===== src/rtl/ieu_pkg.sv =====
// shared execution unit definitions; rv32i integer encodings only, no load/store/system opcodes.
package ieu_pkg;

    localparam int DATA_WIDTH  = 32;
    localparam int TAG_WIDTH   = 6;
    localparam int SHAMT_WIDTH = 5;

    typedef logic [DATA_WIDTH-1:0]  ieu_data_t;
    typedef logic [DATA_WIDTH-1:0]  ieu_addr_t;
    typedef logic [TAG_WIDTH-1:0]   ieu_tag_t;
    typedef logic [SHAMT_WIDTH-1:0] ieu_shamt_t;

    typedef enum logic [6:0] {
        OPCODE_OPIMM  = 7'b0010011,
        OPCODE_AUIPC  = 7'b0010111,
        OPCODE_OP     = 7'b0110011,
        OPCODE_LUI    = 7'b0110111,
        OPCODE_BRANCH = 7'b1100011,
        OPCODE_JALR   = 7'b1100111,
        OPCODE_JAL    = 7'b1101111
    } ieu_opcode_t;

    // compares come last so the defined range is contiguous.
    typedef enum logic [3:0] {
        ALU_FUNC_ADD = 4'd0,
        ALU_FUNC_SUB = 4'd1,
        ALU_FUNC_AND = 4'd2,
        ALU_FUNC_OR  = 4'd3,
        ALU_FUNC_XOR = 4'd4,
        ALU_FUNC_SLL = 4'd5,
        ALU_FUNC_SRL = 4'd6,
        ALU_FUNC_SRA = 4'd7,
        ALU_FUNC_EQ  = 4'd8,
        ALU_FUNC_NE  = 4'd9,
        ALU_FUNC_LT  = 4'd10,
        ALU_FUNC_LTU = 4'd11,
        ALU_FUNC_GE  = 4'd12,
        ALU_FUNC_GEU = 4'd13
    } ieu_alu_func_t;

    typedef union packed {
        struct packed {
            logic [6:0] funct7;
            logic [4:0] rs2;
            logic [4:0] rs1;
            logic [2:0] funct3;
            logic [4:0] rd;
            logic [6:0] opcode;
        } r;                    // register form, also carries the shift amount.
        struct packed {
            logic [11:0] imm12;
            logic [4:0]  rs1;
            logic [2:0]  funct3;
            logic [4:0]  rd;
            logic [6:0]  opcode;
        } i;                    // immediate form.
    } ieu_insn_u;

endpackage


===== src/rtl/ieu_id.sv =====
// decode is purely combinational; unknown opcodes fall back to an add with no jump or branch.
`timescale 1ns/1ns

module ieu_id (
    input  ieu_pkg::ieu_insn_u     i_insn,
    input  ieu_pkg::ieu_addr_t     i_iaddr,
    input  ieu_pkg::ieu_data_t     i_src_a,
    input  ieu_pkg::ieu_data_t     i_src_b,
    input  ieu_pkg::ieu_tag_t      i_tag,
    input  logic                   i_valid,

    output ieu_pkg::ieu_alu_func_t o_alu_func,
    output ieu_pkg::ieu_data_t     o_src_a,
    output ieu_pkg::ieu_data_t     o_src_b,
    output ieu_pkg::ieu_shamt_t    o_shamt,
    output ieu_pkg::ieu_addr_t     o_iaddr,
    output ieu_pkg::ieu_data_t     o_imm_b,
    output logic                   o_jmp,
    output logic                   o_br,
    output logic                   o_valid,
    output ieu_pkg::ieu_tag_t      o_tag
);

    import ieu_pkg::*;

    ieu_data_t  imm_i;
    ieu_data_t  imm_b;
    ieu_data_t  imm_u;
    ieu_data_t  imm_j;
    logic [2:0] funct3;
    logic       bit30;
    logic       is_op;
    logic       is_opimm;
    logic       is_lui;
    logic       is_auipc;
    logic       is_jal;
    logic       is_jalr;
    logic       is_br;

    assign funct3   = i_insn.r.funct3;
    assign bit30    = i_insn.r.funct7[5];

    assign is_op    = i_insn.r.opcode == OPCODE_OP;
    assign is_opimm = i_insn.r.opcode == OPCODE_OPIMM;
    assign is_lui   = i_insn.r.opcode == OPCODE_LUI;
    assign is_auipc = i_insn.r.opcode == OPCODE_AUIPC;
    assign is_jal   = i_insn.r.opcode == OPCODE_JAL;
    assign is_jalr  = i_insn.r.opcode == OPCODE_JALR;
    assign is_br    = i_insn.r.opcode == OPCODE_BRANCH;

    assign imm_i = {{(DATA_WIDTH-12){i_insn.i.imm12[11]}}, i_insn.i.imm12};
    assign imm_b = {{(DATA_WIDTH-12){i_insn[31]}}, i_insn[7], i_insn[30:25], i_insn[11:8], 1'b0};
    assign imm_u = {i_insn[31:12], 12'b0};
    assign imm_j = {{(DATA_WIDTH-20){i_insn[31]}}, i_insn[19:12], i_insn[20], i_insn[30:21], 1'b0};

    assign o_src_a = is_lui               ? '0      :
                     (is_auipc || is_jal) ? i_iaddr :
                                            i_src_a;

    assign o_src_b = (is_opimm || is_jalr) ? imm_i :
                     is_jal                ? imm_j :
                     (is_lui || is_auipc)  ? imm_u :
                                             i_src_b;

    assign o_shamt = is_op ? i_src_b[SHAMT_WIDTH-1:0] : i_insn.r.rs2;
    assign o_iaddr = i_iaddr;
    assign o_imm_b = imm_b;
    assign o_tag   = i_tag;
    assign o_valid = i_valid;
    assign o_jmp   = is_jal | is_jalr;
    assign o_br    = is_br & (funct3 != 3'b010) & (funct3 != 3'b011); // no such branches.

    always_comb begin
        o_alu_func = ALU_FUNC_ADD; // lui, auipc and jumps use the adder.
        if (is_br) begin
            case (funct3)
                3'b000:  o_alu_func = ALU_FUNC_EQ;
                3'b001:  o_alu_func = ALU_FUNC_NE;
                3'b100:  o_alu_func = ALU_FUNC_LT;
                3'b101:  o_alu_func = ALU_FUNC_GE;
                3'b110:  o_alu_func = ALU_FUNC_LTU;
                3'b111:  o_alu_func = ALU_FUNC_GEU;
                default: o_alu_func = ALU_FUNC_ADD;
            endcase
        end else if (is_op || is_opimm) begin
            case (funct3)
                3'b000: o_alu_func = (is_op && bit30) ? ALU_FUNC_SUB : ALU_FUNC_ADD;
                3'b001: o_alu_func = ALU_FUNC_SLL;
                3'b010: o_alu_func = ALU_FUNC_LT;
                3'b011: o_alu_func = ALU_FUNC_LTU;
                3'b100: o_alu_func = ALU_FUNC_XOR;
                3'b101: o_alu_func = bit30 ? ALU_FUNC_SRA : ALU_FUNC_SRL; // srai too.
                3'b110: o_alu_func = ALU_FUNC_OR;
                3'b111: o_alu_func = ALU_FUNC_AND;
            endcase
        end
    end

endmodule


===== src/rtl/ieu_alu.sv =====
// execute stage; operands are captured on every clock whether or not the slot is valid.
`timescale 1ns/1ns

module ieu_alu (
    input  logic                   clk,
    input  ieu_pkg::ieu_alu_func_t i_alu_func,
    input  ieu_pkg::ieu_data_t     i_src_a,
    input  ieu_pkg::ieu_data_t     i_src_b,
    input  ieu_pkg::ieu_shamt_t    i_shamt,
    input  ieu_pkg::ieu_addr_t     i_iaddr,
    input  ieu_pkg::ieu_data_t     i_imm_b,

    output ieu_pkg::ieu_data_t     o_result,
    output logic                   o_cmp,
    output ieu_pkg::ieu_addr_t     o_iaddr,
    output ieu_pkg::ieu_data_t     o_imm_b
);

    import ieu_pkg::*;

    ieu_alu_func_t alu_func;
    ieu_data_t     src_a;
    ieu_data_t     src_b;
    ieu_shamt_t    shamt;
    logic          cmp_eq;
    logic          cmp_lt;
    logic          cmp_ltu;

    always_ff @(posedge clk) begin
        alu_func <= i_alu_func;
        src_a    <= i_src_a;
        src_b    <= i_src_b;
        shamt    <= i_shamt;
        o_iaddr  <= i_iaddr;
        o_imm_b  <= i_imm_b;
    end

    assign cmp_eq  = src_a == src_b;
    assign cmp_lt  = $signed(src_a) < $signed(src_b);
    assign cmp_ltu = src_a < src_b;

    always_comb begin
        case (alu_func)
            ALU_FUNC_ADD: o_result = src_a + src_b;
            ALU_FUNC_SUB: o_result = src_a - src_b;
            ALU_FUNC_AND: o_result = src_a & src_b;
            ALU_FUNC_OR:  o_result = src_a | src_b;
            ALU_FUNC_XOR: o_result = src_a ^ src_b;
            ALU_FUNC_SLL: o_result = src_a << shamt;
            ALU_FUNC_SRL: o_result = src_a >> shamt;
            ALU_FUNC_SRA: o_result = $signed(src_a) >>> shamt;
            ALU_FUNC_EQ:  o_result = {{(DATA_WIDTH-1){1'b0}}, cmp_eq};
            ALU_FUNC_NE:  o_result = {{(DATA_WIDTH-1){1'b0}}, ~cmp_eq};
            ALU_FUNC_LT:  o_result = {{(DATA_WIDTH-1){1'b0}}, cmp_lt};
            ALU_FUNC_LTU: o_result = {{(DATA_WIDTH-1){1'b0}}, cmp_ltu};
            ALU_FUNC_GE:  o_result = {{(DATA_WIDTH-1){1'b0}}, ~cmp_lt};
            ALU_FUNC_GEU: o_result = {{(DATA_WIDTH-1){1'b0}}, ~cmp_ltu};
            default:      o_result = '0;
        endcase
    end

    assign o_cmp = o_result[0]; // branch condition.

    // decode must only ever hand over one of the fourteen functions.
    assert property (@(posedge clk)
        !$isunknown(alu_func) |-> alu_func inside {[ALU_FUNC_ADD:ALU_FUNC_GEU]})
        else $error("ieu_alu: undefined alu function %0d", alu_func);

endmodule


===== src/rtl/ieu_wb.sv =====
// writeback data and redirect address; both are meaningful only while the control valid is high.
`timescale 1ns/1ns

module ieu_wb (
    input  logic               clk,
    input  ieu_pkg::ieu_data_t i_result,
    input  ieu_pkg::ieu_addr_t i_iaddr,
    input  ieu_pkg::ieu_data_t i_imm_b,
    input  logic               i_jmp,
    input  logic               i_redirect_jmp,

    output ieu_pkg::ieu_data_t o_data,
    output ieu_pkg::ieu_addr_t o_redirect_addr
);

    import ieu_pkg::*;

    ieu_addr_t ret_addr;
    ieu_addr_t br_target;
    ieu_addr_t jmp_target;

    assign ret_addr   = i_iaddr + ieu_addr_t'(4);
    assign br_target  = i_iaddr + i_imm_b;
    assign jmp_target = {i_result[DATA_WIDTH-1:1], 1'b0}; // jalr clears bit 0.

    always_ff @(posedge clk) begin
        o_data          <= i_jmp ? ret_addr : i_result;
        o_redirect_addr <= i_redirect_jmp ? jmp_target : br_target;
    end

endmodule


===== src/rtl/ieu_ctrl.sv =====
// control pipeline; a redirect is only raised in the same cycle as its valid.
`timescale 1ns/1ns

module ieu_ctrl (
    input  logic              clk,
    input  logic              i_reset,
    input  logic              i_valid,
    input  ieu_pkg::ieu_tag_t i_tag,
    input  logic              i_jmp,
    input  logic              i_br,
    input  logic              i_cmp,

    output logic              o_ex_jmp,
    output logic              o_valid,
    output ieu_pkg::ieu_tag_t o_tag,
    output logic              o_redirect
);

    import ieu_pkg::*;

    logic     ex_valid;
    ieu_tag_t ex_tag;
    logic     ex_br;
    logic     redirect;

    assign redirect = ex_valid & (o_ex_jmp | (ex_br & i_cmp));

    // execute stage.
    always_ff @(posedge clk) begin
        if (i_reset) begin
            ex_valid <= 1'b0;
            ex_tag   <= '0;
            o_ex_jmp <= 1'b0;
            ex_br    <= 1'b0;
        end else begin
            ex_valid <= i_valid;
            ex_tag   <= i_tag;
            o_ex_jmp <= i_valid & i_jmp; // flags only for real slots.
            ex_br    <= i_valid & i_br;
        end
    end

    always_ff @(posedge clk) begin
        if (i_reset) begin
            o_valid    <= 1'b0;
            o_tag      <= '0;
            o_redirect <= 1'b0;
        end else begin
            o_valid    <= ex_valid;
            o_tag      <= ex_tag;
            o_redirect <= redirect;
        end
    end

    assert property (@(posedge clk) disable iff (i_reset) !(o_ex_jmp && ex_br))
        else $error("ieu_ctrl: jump and branch both decoded");

    assert property (@(posedge clk) disable iff (i_reset) o_redirect |-> o_valid)
        else $error("ieu_ctrl: redirect without valid");

endmodule


===== src/rtl/ieu_top.sv =====
// two-cycle integer execution unit; no back-pressure, results must be taken when o_valid is high.
`timescale 1ns/1ns

module ieu_top (
    input  logic               clk,
    input  logic               i_reset,
    input  logic               i_valid,
    input  ieu_pkg::ieu_insn_u i_insn,
    input  ieu_pkg::ieu_addr_t i_iaddr,
    input  ieu_pkg::ieu_data_t i_src_a,
    input  ieu_pkg::ieu_data_t i_src_b,
    input  ieu_pkg::ieu_tag_t  i_tag,

    output logic               o_valid,
    output ieu_pkg::ieu_tag_t  o_tag,
    output ieu_pkg::ieu_data_t o_data,
    output logic               o_redirect,
    output ieu_pkg::ieu_addr_t o_redirect_addr
);

    import ieu_pkg::*;

    ieu_alu_func_t id_alu_func;
    ieu_data_t     id_src_a;
    ieu_data_t     id_src_b;
    ieu_shamt_t    id_shamt;
    ieu_addr_t     id_iaddr;
    ieu_data_t     id_imm_b;
    logic          id_jmp;
    logic          id_br;
    logic          id_valid;
    ieu_tag_t      id_tag;
    ieu_data_t     ex_result;
    logic          ex_cmp;
    ieu_addr_t     ex_iaddr;
    ieu_data_t     ex_imm_b;
    logic          ex_jmp;

    ieu_id ieu_id_inst (
        .i_insn(i_insn), .i_iaddr(i_iaddr), .i_src_a(i_src_a), .i_src_b(i_src_b),
        .i_tag(i_tag), .i_valid(i_valid),
        .o_alu_func(id_alu_func), .o_src_a(id_src_a), .o_src_b(id_src_b),
        .o_shamt(id_shamt), .o_iaddr(id_iaddr), .o_imm_b(id_imm_b),
        .o_jmp(id_jmp), .o_br(id_br), .o_valid(id_valid), .o_tag(id_tag)
    );

    ieu_alu ieu_alu_inst (
        .clk(clk), .i_alu_func(id_alu_func), .i_src_a(id_src_a), .i_src_b(id_src_b),
        .i_shamt(id_shamt), .i_iaddr(id_iaddr), .i_imm_b(id_imm_b),
        .o_result(ex_result), .o_cmp(ex_cmp), .o_iaddr(ex_iaddr), .o_imm_b(ex_imm_b)
    );

    // jump flag picks both the return address and the jump target.
    ieu_wb ieu_wb_inst (
        .clk(clk), .i_result(ex_result), .i_iaddr(ex_iaddr), .i_imm_b(ex_imm_b),
        .i_jmp(ex_jmp), .i_redirect_jmp(ex_jmp),
        .o_data(o_data), .o_redirect_addr(o_redirect_addr)
    );

    ieu_ctrl ieu_ctrl_inst (
        .clk(clk), .i_reset(i_reset), .i_valid(id_valid), .i_tag(id_tag),
        .i_jmp(id_jmp), .i_br(id_br), .i_cmp(ex_cmp),
        .o_ex_jmp(ex_jmp), .o_valid(o_valid), .o_tag(o_tag), .o_redirect(o_redirect)
    );

endmodule


===== config.mk =====
export PLATFORM = sky130hd
export DESIGN_NAME = ieu_top
export DESIGN_NICKNAME = d
export VERILOG_FILES = /design/src/rtl/ieu_pkg.sv /design/src/rtl/ieu_id.sv /design/src/rtl/ieu_alu.sv /design/src/rtl/ieu_wb.sv /design/src/rtl/ieu_ctrl.sv /design/src/rtl/ieu_top.sv
export SDC_FILE = /design/constraint.sdc
export NUM_CORES = 1
export LEC_CHECK = 0
export BUFFER_PORTS_ARGS = -buffer_cell sky130_fd_sc_hd__buf_4
export CAP_MARGIN = 20
export CORE_MARGIN = 2
export CORE_UTILIZATION = 32
export CTS_BUF_LIST = sky130_fd_sc_hd__clkbuf_16
export CTS_CLUSTER_DIAMETER = 60
export DETAILED_ROUTE_END_ITERATION = 12
export GPL_TIMING_DRIVEN = 0
export SYNTH_ARGS = -nofsm -noshare
export SYNTH_HDL_FRONTEND = slang
export SYNTH_SLANG_ARGS = --single-unit

===== constraint.sdc =====
create_clock -name clk -period 3.9 [get_ports clk]
set_input_delay 0.39 -clock clk [delete_from_list [all_inputs] [get_ports clk]]
set_output_delay 0.39 -clock clk [all_outputs]
set_load 0.1 [all_outputs]

After elaboration in Yosys (flattened, before gate mapping)

Cells that the tools add are included.

Add/subtract/negate cells: 4
Order comparisons: 2
Eq/ne operators: 30
Shifts and indexed selects: 3
Muxes and demuxes: 14
Bitwise logic cells: 14
Reductions and logical operators: 7

Operators with widths:

| cell                  | count |
|---|---|
| $pmux 32 s14          | 1 |
| $mux 32               | 6 |
| $add 32x32->32        | 2 |
| $lt 32x32->1          | 2 |
| $add 32x3->32 const B | 1 |
| $and 32x32->32        | 1 |
| $eq 32x32->1          | 1 |
| $or 32x32->32         | 1 |
| $pmux 4 s8            | 1 |
| $shl 32x5->32         | 1 |
| $shr 32x5->32         | 1 |
| $sshr 32x5->32        | 1 |
| $sub 32x32->32        | 1 |
| $xor 32x32->32        | 1 |
| $eq 4x4->1 const B    | 6 |
| $pmux 4 s6            | 1 |
| $eq 7x7->1 const B    | 3 |
| $eq 4x3->1 const B    | 4 |
| $eq 7x5->1 const B    | 2 |
| $eq 7x6->1 const B    | 2 |
| $eq 3x3->1 const B    | 4 |
| $eq 4x2->1 const B    | 2 |
| $mux 4                | 2 |
| $and 1x1->1           | 6 |
| other kinds (12)      | 21 |

Bits in registers: 198
Output and inout bits: 72
Logic and storage cells: 90

Depth between registers and ports, before layout

Gate-level depths: netlist of the first run.

Depth after elaboration: 6
Gate-level depth with buffers: 14
Depth with buffers taken out: 13

Hierarchy

Synthesis of the first run repeated with hierarchy kept, for this count alone.

Cell total of the unflattened synthesis: 2293
Area, all modules: 17501.8 um^2

By module, submodules not included:

| module   | instances | cells an instance | area an instance (um^2) | sequential area each (um^2) |
|---|---|---|---|---|
| ieu_alu  | 1         | 1437              | 10829.1                 | 2742.6 |
| ieu_wb   | 1         | 553               | 4336.7                  | 1281.2 |
| ieu_id   | 1         | 267               | 1871.8                  | 0.0 |
| ieu_ctrl | 1         | 36                | 464.2                   | 340.3 |

Worst setup path before layout of the first run

OpenSTA, ideal clock, no wires.

Path type: flip-flop to flip-flop
From: register ieu_alu_inst.src_a[0]
To: register ieu_ctrl_inst.o_redirect
Setup time: 127 ps
Arrival: 3000 ps
Slack: 773 ps
Cell stages (with the launch flop): 14
Buffers on the path: 0
Period minus slack after synthesis: 3127 ps
Path through: dfxtp_1 inv_1 ha_1 inv_1 fa_1 nor2b_1 o21a_1 o311a_1 a2111oi_2 a211oi_2 nor3_2 nor2_1 o2111ai_1 or3b_1

Longest elaborated chain between the ends: 6
Elaborated cells between the ends (all ways): 18

RTL lines:

| item                                       | line                                        | text |
|---|---|---|
| start, declared                            | ieu_alu.sv:22                               | `ieu_data_t src_a;` |
| start signal, assigned                     | ieu_alu.sv:31                               | `src_a <= i_src_a;` |
| $lt 32x32->1, or another cell as far along | ieu_alu.sv:40                               | `assign cmp_ltu = src_a < src_b;` |
| $not 1->1 (on tied branches)               | ieu_alu.sv:57, ieu_alu.sv:53, ieu_alu.sv:56 |  |
| $pmux 32 s14 (*)                           | ieu_alu.sv:43                               | `case (alu_func)` |
| $and 1x1->1 (*)                            | ieu_ctrl.sv:26                              | `assign redirect = ex_valid & (o_ex_jmp \| (ex_br & i_cmp));` |
| $or 1x1->1 (*)                             | ieu_ctrl.sv:26                              |  |
| $and 1x1->1 (*)                            | ieu_ctrl.sv:26                              |  |
| end signal, assigned                       | ieu_ctrl.sv:51                              | `o_redirect <= redirect;` |
| end, declared                              | ieu_ctrl.sv:16                              | `output logic o_redirect` |

Every way passes the cells marked *; elsewhere a longest branch is shown, timed or not.
A chain may end at the register's enable or synchronous reset.

Worst setup path after layout of the first run

From: register ieu_alu_inst.alu_func[0]
To: register ieu_wb_inst.o_redirect_addr[19]

Longest elaborated chain between the ends: 3
Elaborated cells between the ends (all ways): 16

RTL lines:

| item                                     | line          | text |
|---|---|---|
| start, declared                          | ieu_alu.sv:21 | `ieu_alu_func_t alu_func;` |
| start signal, assigned                   | ieu_alu.sv:30 | `alu_func <= i_alu_func;` |
| $eq 4x4->1, or another cell as far along | ieu_alu.sv:43 |  |
| $pmux 32 s14 (*)                         | ieu_alu.sv:43 |  |
| $mux 32 (*)                              | ieu_wb.sv:28  | `o_redirect_addr <= i_redirect_jmp ? jmp_target : br_target;` |
| end signal, assigned                     | ieu_wb.sv:28  |  |
| end, declared                            | ieu_wb.sv:13  | `output ieu_pkg::ieu_addr_t o_redirect_addr` |

Marks and branches as above.

==> results of run 1 <==
==> what timing repair did <==
item / CTS / global route
gates cloned: 0 / 0
pin swaps: 5 / 8
setup endpoints to repair: 61 / 53
hold endpoints to repair: 37 / 0
setup buffers: 4 / 6
gates resized for setup: 68 / 67
hold buffers: 37 / 0
==> sequential cells by signal (all words and copies together) (netlist names) <==
register,cells
ieu_ctrl_inst.ex_valid,1
ieu_wb_inst.o_data,32
ieu_ctrl_inst.o_redirect,1
ieu_alu_inst.alu_func,4
ieu_ctrl_inst.ex_br,1
ieu_ctrl_inst.o_valid,1
ieu_alu_inst.shamt,5
ieu_alu_inst.o_imm_b,12
ieu_wb_inst.o_redirect_addr,32
ieu_alu_inst.src_a,32
ieu_ctrl_inst.ex_tag,6
ieu_alu_inst.o_iaddr,32
ieu_ctrl_inst.o_tag,6
ieu_alu_inst.src_b,32
ieu_ctrl_inst.o_ex_jmp,1
==> cells in the final DEF (no fill, tap or decap), types with 17 or more instances in the layout <==
cell,count
sky130_fd_sc_hd__o211ai_1,27
sky130_fd_sc_hd__a31oi_1,45
sky130_fd_sc_hd__xnor2_1,41
sky130_fd_sc_hd__buf_2,24
sky130_fd_sc_hd__a211oi_1,36
sky130_fd_sc_hd__nor2b_1,32
sky130_fd_sc_hd__clkbuf_16,17
sky130_fd_sc_hd__buf_4,226
sky130_fd_sc_hd__nand3_1,65
sky130_fd_sc_hd__mux4_2,34
sky130_fd_sc_hd__mux2_2,34
sky130_fd_sc_hd__a21o_1,28
sky130_fd_sc_hd__inv_1,116
sky130_fd_sc_hd__dfxtp_1,180
sky130_fd_sc_hd__ha_1,127
sky130_fd_sc_hd__mux2i_1,76
sky130_fd_sc_hd__xor2_1,32
sky130_fd_sc_hd__a22o_1,36
sky130_fd_sc_hd__o21ai_0,113
sky130_fd_sc_hd__dlygate4sd3_1,38
sky130_fd_sc_hd__nand2b_1,17
sky130_fd_sc_hd__clkbuf_2,22
sky130_fd_sc_hd__a21oi_1,152
sky130_fd_sc_hd__nor3_1,34
sky130_fd_sc_hd__clkbuf_1,68
sky130_fd_sc_hd__nor2_1,210
sky130_fd_sc_hd__nand2_1,204
sky130_fd_sc_hd__o31ai_1,17
==> per-layer routing <==
| layer | track usage (%) | vias up | wire, um |
|---|---|---|---|
| li1 | - | 8352 | - |
| met1 | 43.2 | 9154 | 37900 |
| met2 | 50.1 | 1072 | 39000 |
| met3 | 7.30 | 234 | 8360 |
| met4 | 18.1 | 0 | 5450 |
| met5 | 0 | - | 0 |
==> area by class of cell <==
class / instances / share of cell area, %
Multi-Input combinational cell: 1668 / 58.1
Sequential cell: 198 / 19.2
Timing Repair Buffer: 264 / 10.1
Tap cell: 680 / 4.10
Buffer: 135 / 3.27
Inverter: 121 / 2.21
Clock buffer: 17 / 2.05
Clock inverter: 15 / 0.868
Antenna cell: 1 / 0.0121
==> cells in the mapped netlist, types with 12 or more instances <==
master / count
sky130_fd_sc_hd__nand3_1: 66
sky130_fd_sc_hd__nor2_1: 211
sky130_fd_sc_hd__nand4_1: 16
sky130_fd_sc_hd__a221oi_1: 14
sky130_fd_sc_hd__mux2i_1: 77
sky130_fd_sc_hd__a21o_1: 28
sky130_fd_sc_hd__nand2b_1: 17
sky130_fd_sc_hd__and3_1: 16
sky130_fd_sc_hd__mux2_2: 34
sky130_fd_sc_hd__o21bai_1: 16
sky130_fd_sc_hd__xnor2_1: 41
sky130_fd_sc_hd__buf_2: 17
sky130_fd_sc_hd__a22o_1: 36
sky130_fd_sc_hd__buf_1: 13
sky130_fd_sc_hd__mux4_2: 34
sky130_fd_sc_hd__nand2_1: 204
sky130_fd_sc_hd__ha_1: 127
sky130_fd_sc_hd__xor2_1: 32
sky130_fd_sc_hd__nor3_1: 36
sky130_fd_sc_hd__dfxtp_1: 198
sky130_fd_sc_hd__o211ai_1: 27
sky130_fd_sc_hd__o21ai_0: 118
sky130_fd_sc_hd__o31ai_1: 20
sky130_fd_sc_hd__a22oi_1: 12
sky130_fd_sc_hd__inv_1: 117
sky130_fd_sc_hd__a211oi_1: 39
sky130_fd_sc_hd__a21oi_1: 162
sky130_fd_sc_hd__o2111ai_1: 13
sky130_fd_sc_hd__nor2b_1: 33
sky130_fd_sc_hd__clkbuf_1: 91
sky130_fd_sc_hd__a31oi_1: 47
==> cells by family after synthesis <==
group | share of synthesized area, %
AOI/OAI and AO/OA | 25.8
muxes | 11.5
xor gates and xnor gates | 3.82
and+or+nand+nor | 18.8
buffers and inverters | 6.55
DFF | 23.7
adders and majority gates | 9.84
==> worst register-to-register path, delay by kind of cell (launching register included) <==
family,cells,cell delay [ns]
compound gates,3,0.94
flops,1,0.63
xor+xnor,1,0.24
buf+inv,3,2.02
==> power groups by stage <==
| stage | Clock (W) | Combinational (W) | Sequential, W |
|---|---|---|---|
| after floorplan | 0 | 0.00138 | 0.00357 |
| after global placement | 0 | 0.00363 | 0.00250 |
| after detailed placement | 0 | 0.00363 | 0.00250 |
| after CTS | 0.00191 | 0.00374 | 0.00246 |
| after global routing | 0.00197 | 0.00399 | 0.00249 |
| final | 0.00187 | 0.00383 | 0.00247 |
==> stage by stage <==
| stage | setup TNS [ns] | worst slack [ns] | hold slack (ns) | std cells | util [%] |
|---|---|---|---|---|---|
| final | -0.145 | -0.0926 | 0.0585 | 3099 | 40.3 |
| after global routing | -0.00139 | -0.00139 | 0.0365 | 3098 | 40.3 |
| after CTS | 0 | 0.00205 | 0.0187 | 3093 | 39.7 |
| after detailed placement | -22.46 | -0.894 | 0.431 | 3021 | 37.3 |
| after global placement | -29.20 | -1.09 | 0.424 | 3014 | 37.2 |
| after floorplan | 0 | 0.773 | 0.414 | 2126 | - |
==> worst max-delay path by stage <==
stage / from / end / slack [ns] / depth (start not counted)
final: ieu_alu_inst.alu_func[0]$_DFF_P_ / ieu_wb_inst.o_redirect_addr[19]$_DFF_P_ / -0.09 / 7
after global routing: ieu_alu_inst.src_a[17]$_SDFF_PN0_ / ieu_wb_inst.o_data[27]$_DFF_P_ / -0.001 / 13
after CTS: ieu_alu_inst.src_a[4]$_SDFF_PN0_ / ieu_wb_inst.o_redirect_addr[15]$_DFF_P_ / 0.002 / 13
after detailed placement: ieu_alu_inst.src_a[12]$_SDFF_PN0_ / ieu_wb_inst.o_redirect_addr[24]$_DFF_P_ / -0.89 / 12
after global placement: ieu_alu_inst.alu_func[2]$_DFF_P_ / ieu_wb_inst.o_data[6]$_DFF_P_ / -1.09 / 9
after floorplan: ieu_alu_inst.src_a[0]$_SDFF_PN0_ / ieu_ctrl_inst.o_redirect$_SDFF_PP0_ / 0.77 / 13
==> out/summary.md, run 1 <==
The power share of the combinational group is 46.9%. STA puts the critical path data arrival time at 4.32 ns. The slew at the pin closest to its max-slew limit works out to 1.15 ns.

After global routing the overflow that remains totals 0. The run gives 1883 as the iteration-0 DRC count of the detailed router. The run gives 90700 um as the total routed wirelength. The share of power burned in the clock network was 22.9%.

The power per unit of standard cell area was 394 nW/um2. Of the total power, the share spent switching nets is 47.6%. In this run the most critical hold path is launched from i_insn[25]. Critical path's top delay family: buffers and inverters. The number of flops mapped to enable cells by yosys was 0.

After synthesis, the cell types taking the most area are sky130_fd_sc_hd__dfxtp_1 (24%), sky130_fd_sc_hd__ha_1 (9.5%), sky130_fd_sc_hd__a21oi_1 (4.8%). The endpoint identified for the worst register-to-register timing path is ieu_wb_inst.o_redirect_addr[19]$_DFF_P_. The worst hold path belongs to the class input port to register. The flow ran to the end, but the final reports show violations.

Counting stages on the worst path, the most repeated cell is sky130_fd_sc_hd__clkbuf_1. For the via count of the routed design, the log shows 18812. Cell internal power was estimated by the tool at 0.00429 W. The longest clock path from root to sink contains 2 buffers. In this run the power spent charging and discharging nets is 0.00389 W.

The clock drives 198 sinks. Max-cap violations in this run came to 0. The critical path contains buffers and inverters numbering 3 combined.

Dividing the detail-routed wire length by the instance count gives 29.3 um. At the end of routability-driven placement, the weighted congestion stood at 1.05. Among all flip-flop cells after synthesis, the most frequent one is sky130_fd_sc_hd__dfxtp_1. From left edge to right edge, the die measures 233 um. The TritonCTS buffer count was 17; the final critical-path setup slack was -0.0926 ns. Global routing used 33.0% of the available tracks.

The number of nets handed over by synthesis was 2393. Library cell used as clock root buffer: sky130_fd_sc_hd__clkbuf_16. The peak clock frequency supported by timing is 250 MHz. The average footprint of a synthesized cell is 7.88 um2, and the largest fanout on the critical path is 10. For the wire length of the first global-routing pass, the log shows 128000 um. Data on the critical path is required at its endpoint by 4.23 ns. The layout has 5370 filler cells. The minimum period implied by the final worst setup slack was 3.99 ns; the setup slack of the worst register-to-register path was -0.09 ns. Kind of launch point of the worst setup path: a register.

The logs give 0 for the final count of hold timing violations and 54200 um2 for the die footprint. The logs give 3 for the final number of setup-violating endpoints and 2126 for the cell count after synthesis. The multi-input gate area in the final layout is 12100 um2.

The logs give 333 uV for the highest ir drop seen on vdd and 0.52 ns for the source-to-sink clock delay at the later pin of the worst-skew pair. The checks that failed: negative setup slack. The final layout contains 2672 nets.

The clock tree synthesis step divided the H-tree into 4 levels. The number of cells on the worst reg-to-reg path is 7. Once the floorplan was initialized, standard cells occupied 32.5% of the core.

The tools report the summed area of non-filler cells in the final layout as 20700 um2. The post-synthesis to final-layout area growth works out to 23.8%. After synthesis the netlist holds a flip-flop and latch count of 198. In the final layout, the share of cells above drive strength 1 is 20.1%. The critical path is of the register to register type. The initial antenna violation count was 1.

Once detail routing completed, the nets flagged for antenna violations numbered 0. The origin of the critical flop-to-flop path is ieu_alu_inst.alu_func[0]$_DFF_P_. The count of final max-slew check failures is 0. The instance count along the most critical hold path works out to 1. The path with the worst hold slack has its endpoint at ieu_alu_inst.o_imm_b[5]$_DFF_P_. The register area share after synthesis is 23.7%, and the maximum single-stage delay on the critical path is 0.80 ns. The number of global-route vias before repair was 18176.

Share of async-settable or async-resettable flops after synthesis: 0%. After floorplanning, the core was divided into 83 placement rows. Across the routed clock network, the largest skew measured is 0.0317 ns. The analysis attributes to cell leakage a power of 8.84 nW. Per report_power, the sequential group accounts for 30.2% of the total. The number of search-and-repair iterations in the first detailed-routing pass is 7, and the final period utilization is 102%. TritonCTS built the clock tree. During synthesis, Yosys emitted a total of 0 warnings.

Overall power consumption after layout is estimated at 0.00818 W. The maximum number of pins on one net before global-route repair is 21. The floorplan die height works out to 233 um. The worst setup path is captured at a register.

The largest individual stage delay along the critical path comes from the cell sky130_fd_sc_hd__clkbuf_1. In this run the cell area measured after placement is 19200 um2. The clock transition time at the flip-flop clock pins of the worst setup and hold paths was 0.08 ns. For this run, design rule violations remaining after detail routing come to 0.

Vias per cell: 6.07. Walking the worst path, the cells encountered are clkbuf_2 > clkbuf_1 > clkbuf_1 > a41oi_1 > xnor2_1 > a21oi_1 > o21ai_0. The run gives 209 as the number of ports placed on the die boundary. Area of the core region: 51500 um2. Synthesis instantiated 96 different standard cells from the library. During placement, the flow inserted port buffers numbering 208.

Library cell occupying the most area in the post-synthesis netlist: sky130_fd_sc_hd__dfxtp_1. The normalized max-slew margin was 23.5%. For the synthesized cell area, the log shows 16800 um2. The logs give 73000 um for the HPWL after detailed placement and 3990 um2 for the flip-flop and latch area.

Top-area cell type share of the netlist area: 23.7%.
Power figures use the tool's default switching activity.
==> inputs of run 2 (changes only) <==
==> constraint.sdc (replaced) <==
create_clock -name clk -period 3.9 [get_ports clk]
set_input_delay 0.585 -clock clk [delete_from_list [all_inputs] [get_ports clk]]
set_output_delay 0.585 -clock clk [all_outputs]
set_load 0.1 [all_outputs]
==> run 2 against run 1 <==
Effect of this change:
- the flow still finishes with violations (negative setup slack)
- clock power is essentially flat
- clock skew grew 0.00087 ns
- count of clock-buffer cells in the layout is the same
- utilization shrank 0.73 points
- sequential power is essentially flat
- routed wire length shrank 0.47%
- first-iteration DRC count grew 2.5%
- sequential share of layout area grew 0.35 points
- register-to-register slack gained 0.09 ns
- global-route usage shrank 0.16 points
- total power shrank 0.59%
- critical endpoint is now ieu_wb_inst.o_redirect_addr[10]$_DFF_P_
- largest cell class unchanged
- largest power group unchanged
==> out/summary.md, run 2 (synthesized netlist as in run 1, its figures left out) <==
Number of cells on the worst reg-to-reg path: 9 (+2). Met3 track utilization from global routing: 7.27% (-0.037 points). The wire length of the first global-routing pass was 127000 um (-0.65%). Total stage count of the critical path: 9 (+2). By startpoint and endpoint, the worst setup path is classified as register to register. The iteration-0 DRC count of the detailed router came out at 1931 (+2.5%). The classification of the worst-slack hold path was input port to register. The final number of setup-violating endpoints is 1 (-2). The share of post-route cells with drive strength above 1 came out at 20.4% (+0.26 points). Busiest layer in global routing: met2.

The logs give 32.8% (-0.16 points) for the overall global routing resource usage and 4 (unchanged) for the H-tree depth. The total number of placement rows is 83 (unchanged). Number of ports placed on the die boundary: 209 (unchanged). The run gives 0 (-100%) as the number of buffers added to fix hold violations after cts. The final layout net count came out at 2636 (-1.3%). The number of search-and-repair iterations in the first detailed-routing pass was 5 (-2); the number of port buffers was 208 (unchanged). The power per unit of standard cell area was 399 nW/um2 (+1.2%); the overall power of the completed layout was 0.00813 W (-0.59%). In the layout the commonest cells are sky130_fd_sc_hd__buf_4 (227), sky130_fd_sc_hd__nor2_1 (210), sky130_fd_sc_hd__nand2_1 (204). The largest fanout on the critical path was 10 (unchanged); the HPWL after detailed placement was 73000 um (unchanged).

The origin of the critical flop-to-flop path is ieu_alu_inst.alu_func[1]$_DFF_P_. The vias per cell is 6.10 (+0.41%). The run gives 4.32 ns (+0.09 ns) as the worst path required time.

The run gives 17 (unchanged) as the TritonCTS buffer count. The final reports fail on negative setup slack. The peak clock frequency supported by timing is 256 MHz (+2.3%).

The most numerous cell type found on the critical path is sky130_fd_sc_hd__clkbuf_1. The run gives 0 (unchanged) as the number of maximum-capacitance constraint violations. The source-to-sink clock delay at the later pin of the worst-skew pair is 0.51 ns (about the same), and the floorplan die height is 233 um (unchanged). The total buffers and inverters traversed by the critical path came out at 4 (+1). TritonCTS built the clock tree.

Setup slack of the worst register-to-register path: -0.003 ns (+0.09 ns). For the die footprint, the log shows 54200 um2 (unchanged). For the post-placement setup slack, the log shows -0.894 ns (unchanged). The tree is rooted in a sky130_fd_sc_hd__clkbuf_16.

The endpoint identified for the worst register-to-register timing path is ieu_wb_inst.o_redirect_addr[10]$_DFF_P_. Most common cell after layout, fill and taps aside: sky130_fd_sc_hd__buf_4. For the leakage power, the log shows 8.69 nW (-1.7%).

The highest ir drop seen on vdd was 333 uV (about the same); the final critical-path setup slack was -0.00330 ns (+0.0893 ns). The logs give 90300 um (-0.47%) for the total routed wirelength and 0 (unchanged) for the final count of hold timing violations. Maximum single-stage delay on the critical path: 0.73 ns (-0.07 ns).

The slew at the pin closest to its max-slew limit is 1.15 ns (+0.00656 ns). The count of final max-slew check failures came out at 0 (unchanged). The total of fill cells in the finished design is 5410 (+0.74%), and the via count of the routed design is 18682 (-0.69%).

Post-placement cell area: 19200 um2 (unchanged). The worst-case clock skew came out at 0.0326 ns (+0.000874 ns). The final cell utilization of the core is 39.6% (-0.73 points). The effective utilization at floorplan was 32.5% (unchanged). Worst-path cell with the longest stage delay: sky130_fd_sc_hd__nor4b_1. The run finished, with violations left. The total DRC errors in the routed layout is 0 (unchanged).

The minimum period implied by the final worst setup slack was 3.90 ns (-0.0893 ns). The critical path's top delay family is buffers and inverters. The signal on the critical path passes through clkbuf_1 > nor4b_1 > clkbuf_1 > clkbuf_1 > a22oi_1 > o21ai_0 > a2111oi_1 > clkdlybuf4s18_2 > a21oi_1.

The logs give 0 (unchanged) for the final antenna-violating net count and 49.6% (-0.45 points) for the met2 track demand over resource in global routing. The critical path endpoint is ieu_wb_inst.o_redirect_addr[10]$_DFF_P_. The critical path launch point is ieu_alu_inst.alu_func[1]$_DFF_P_. The area growth from synthesis to layout is 21.6%.

The die outline width came out at 233 um (unchanged). The average wire length per cell after detail routing works out to 29.5 um (+0.63%). The kind of launch point of the worst setup path is a register. The CTS sink count was 198 (unchanged); the maximum number of pins on one net before global-route repair was 21 (unchanged). The logs give 1.05 (unchanged) for the weighted congestion reported at the end of routability-driven placement and 0.187 ns (+0.129 ns) for the worst hold slack. The run gives 0 (unchanged) as the overflow left after global routing. The final period utilization works out to 100% (-2.3 points). Data arrival time of the critical path: 4.32 ns (about the same).

The run gives 17958 (-1.2%) as the number of global-route vias before repair. The run gives 20400 um2 (-1.8%) as the summed area of non-filler cells in the final layout. For the area of the core region, the log shows 51500 um2 (unchanged). The endpoint kind of the worst setup timing path is a register.

The met1 track demand over resource is 43.1% (-0.090 points). The number of buffers on the longest clock path was 2 (unchanged); the initial antenna violation count was 1 (unchanged). The normalized max-slew margin was 23.1% (-0.44 points); the clock transition time at the flip-flop clock pins of the worst setup and hold paths was 0.08 ns (about the same).
-- run 2: worst min-delay path by stage --
| stage | startpoint | to | slack, ns | depth (start not counted) |
|---|---|---|---|---|
| after floorplan | ieu_ctrl_inst.ex_tag[0]$_SDFF_PP0_ | ieu_ctrl_inst.o_tag[0]$_SDFF_PP0_ | 0.41 | 1 |
| after global placement | ieu_ctrl_inst.ex_tag[2]$_SDFF_PP0_ | ieu_ctrl_inst.o_tag[2]$_SDFF_PP0_ | 0.42 | 1 |
| after detailed placement | ieu_ctrl_inst.ex_tag[5]$_SDFF_PP0_ | ieu_ctrl_inst.o_tag[5]$_SDFF_PP0_ | 0.43 | 1 |
| after CTS | i_insn[8] | ieu_alu_inst.o_imm_b[1]$_DFF_P_ | 0.15 | 1 |
| after global routing | i_insn[8] | ieu_alu_inst.o_imm_b[1]$_DFF_P_ | 0.18 | 1 |
| final | i_insn[8] | ieu_alu_inst.o_imm_b[1]$_DFF_P_ | 0.19 | 1 |
-- run 2: stage by stage --
stage | setup TNS (ns) | cells
2_1_floorplan | 0 | 2126
3_3_place_gp | -29.20 | 3014
3_5_place_dp | -22.46 | 3021
4_1_cts | 0 | 3056
5_1_grt | -0.00140 | 3062
6_report | -0.00330 | 3065
-- run 2: timing repair --
action,in CTS,in global routing
gates resized for setup,68,64
setup endpoints to repair,61,53
setup buffers,4,7
pin swaps,5,8
-- run 2: metal layers --
metal / up-vias / routed length (um) / part of all wire [%]
met4: 0 / 5180 / 5.7
met3: 216 / 8540 / 9.5
met2: 1084 / 39000 / 43
li1: 8273 / - / -
met1: 9109 / 37500 / 42
met5: - / 0 / 0
-- run 2: power breakdown --
part | total (W) | switching (W) | internal [W]
logic | 0.00380 | 0.00272 | 0.00108
clock network | 0.00186 | 0.000939 | 0.000922
registers | 0.00247 | 0.000211 | 0.00226
-- run 2: final cells by class --
class,count,area (um2),share of cell area [%]
Clock buffer,17,425,2.09
Multi-Input combinational cell,1668,12000,59.1
Inverter,121,454,2.23
Sequential cell,198,3990,19.6
Tap cell,680,851,4.18
Timing Repair Buffer,228,1740,8.55
Buffer,135,678,3.33
Antenna cell,3,7.51,0.0368
Clock inverter,15,180,0.884
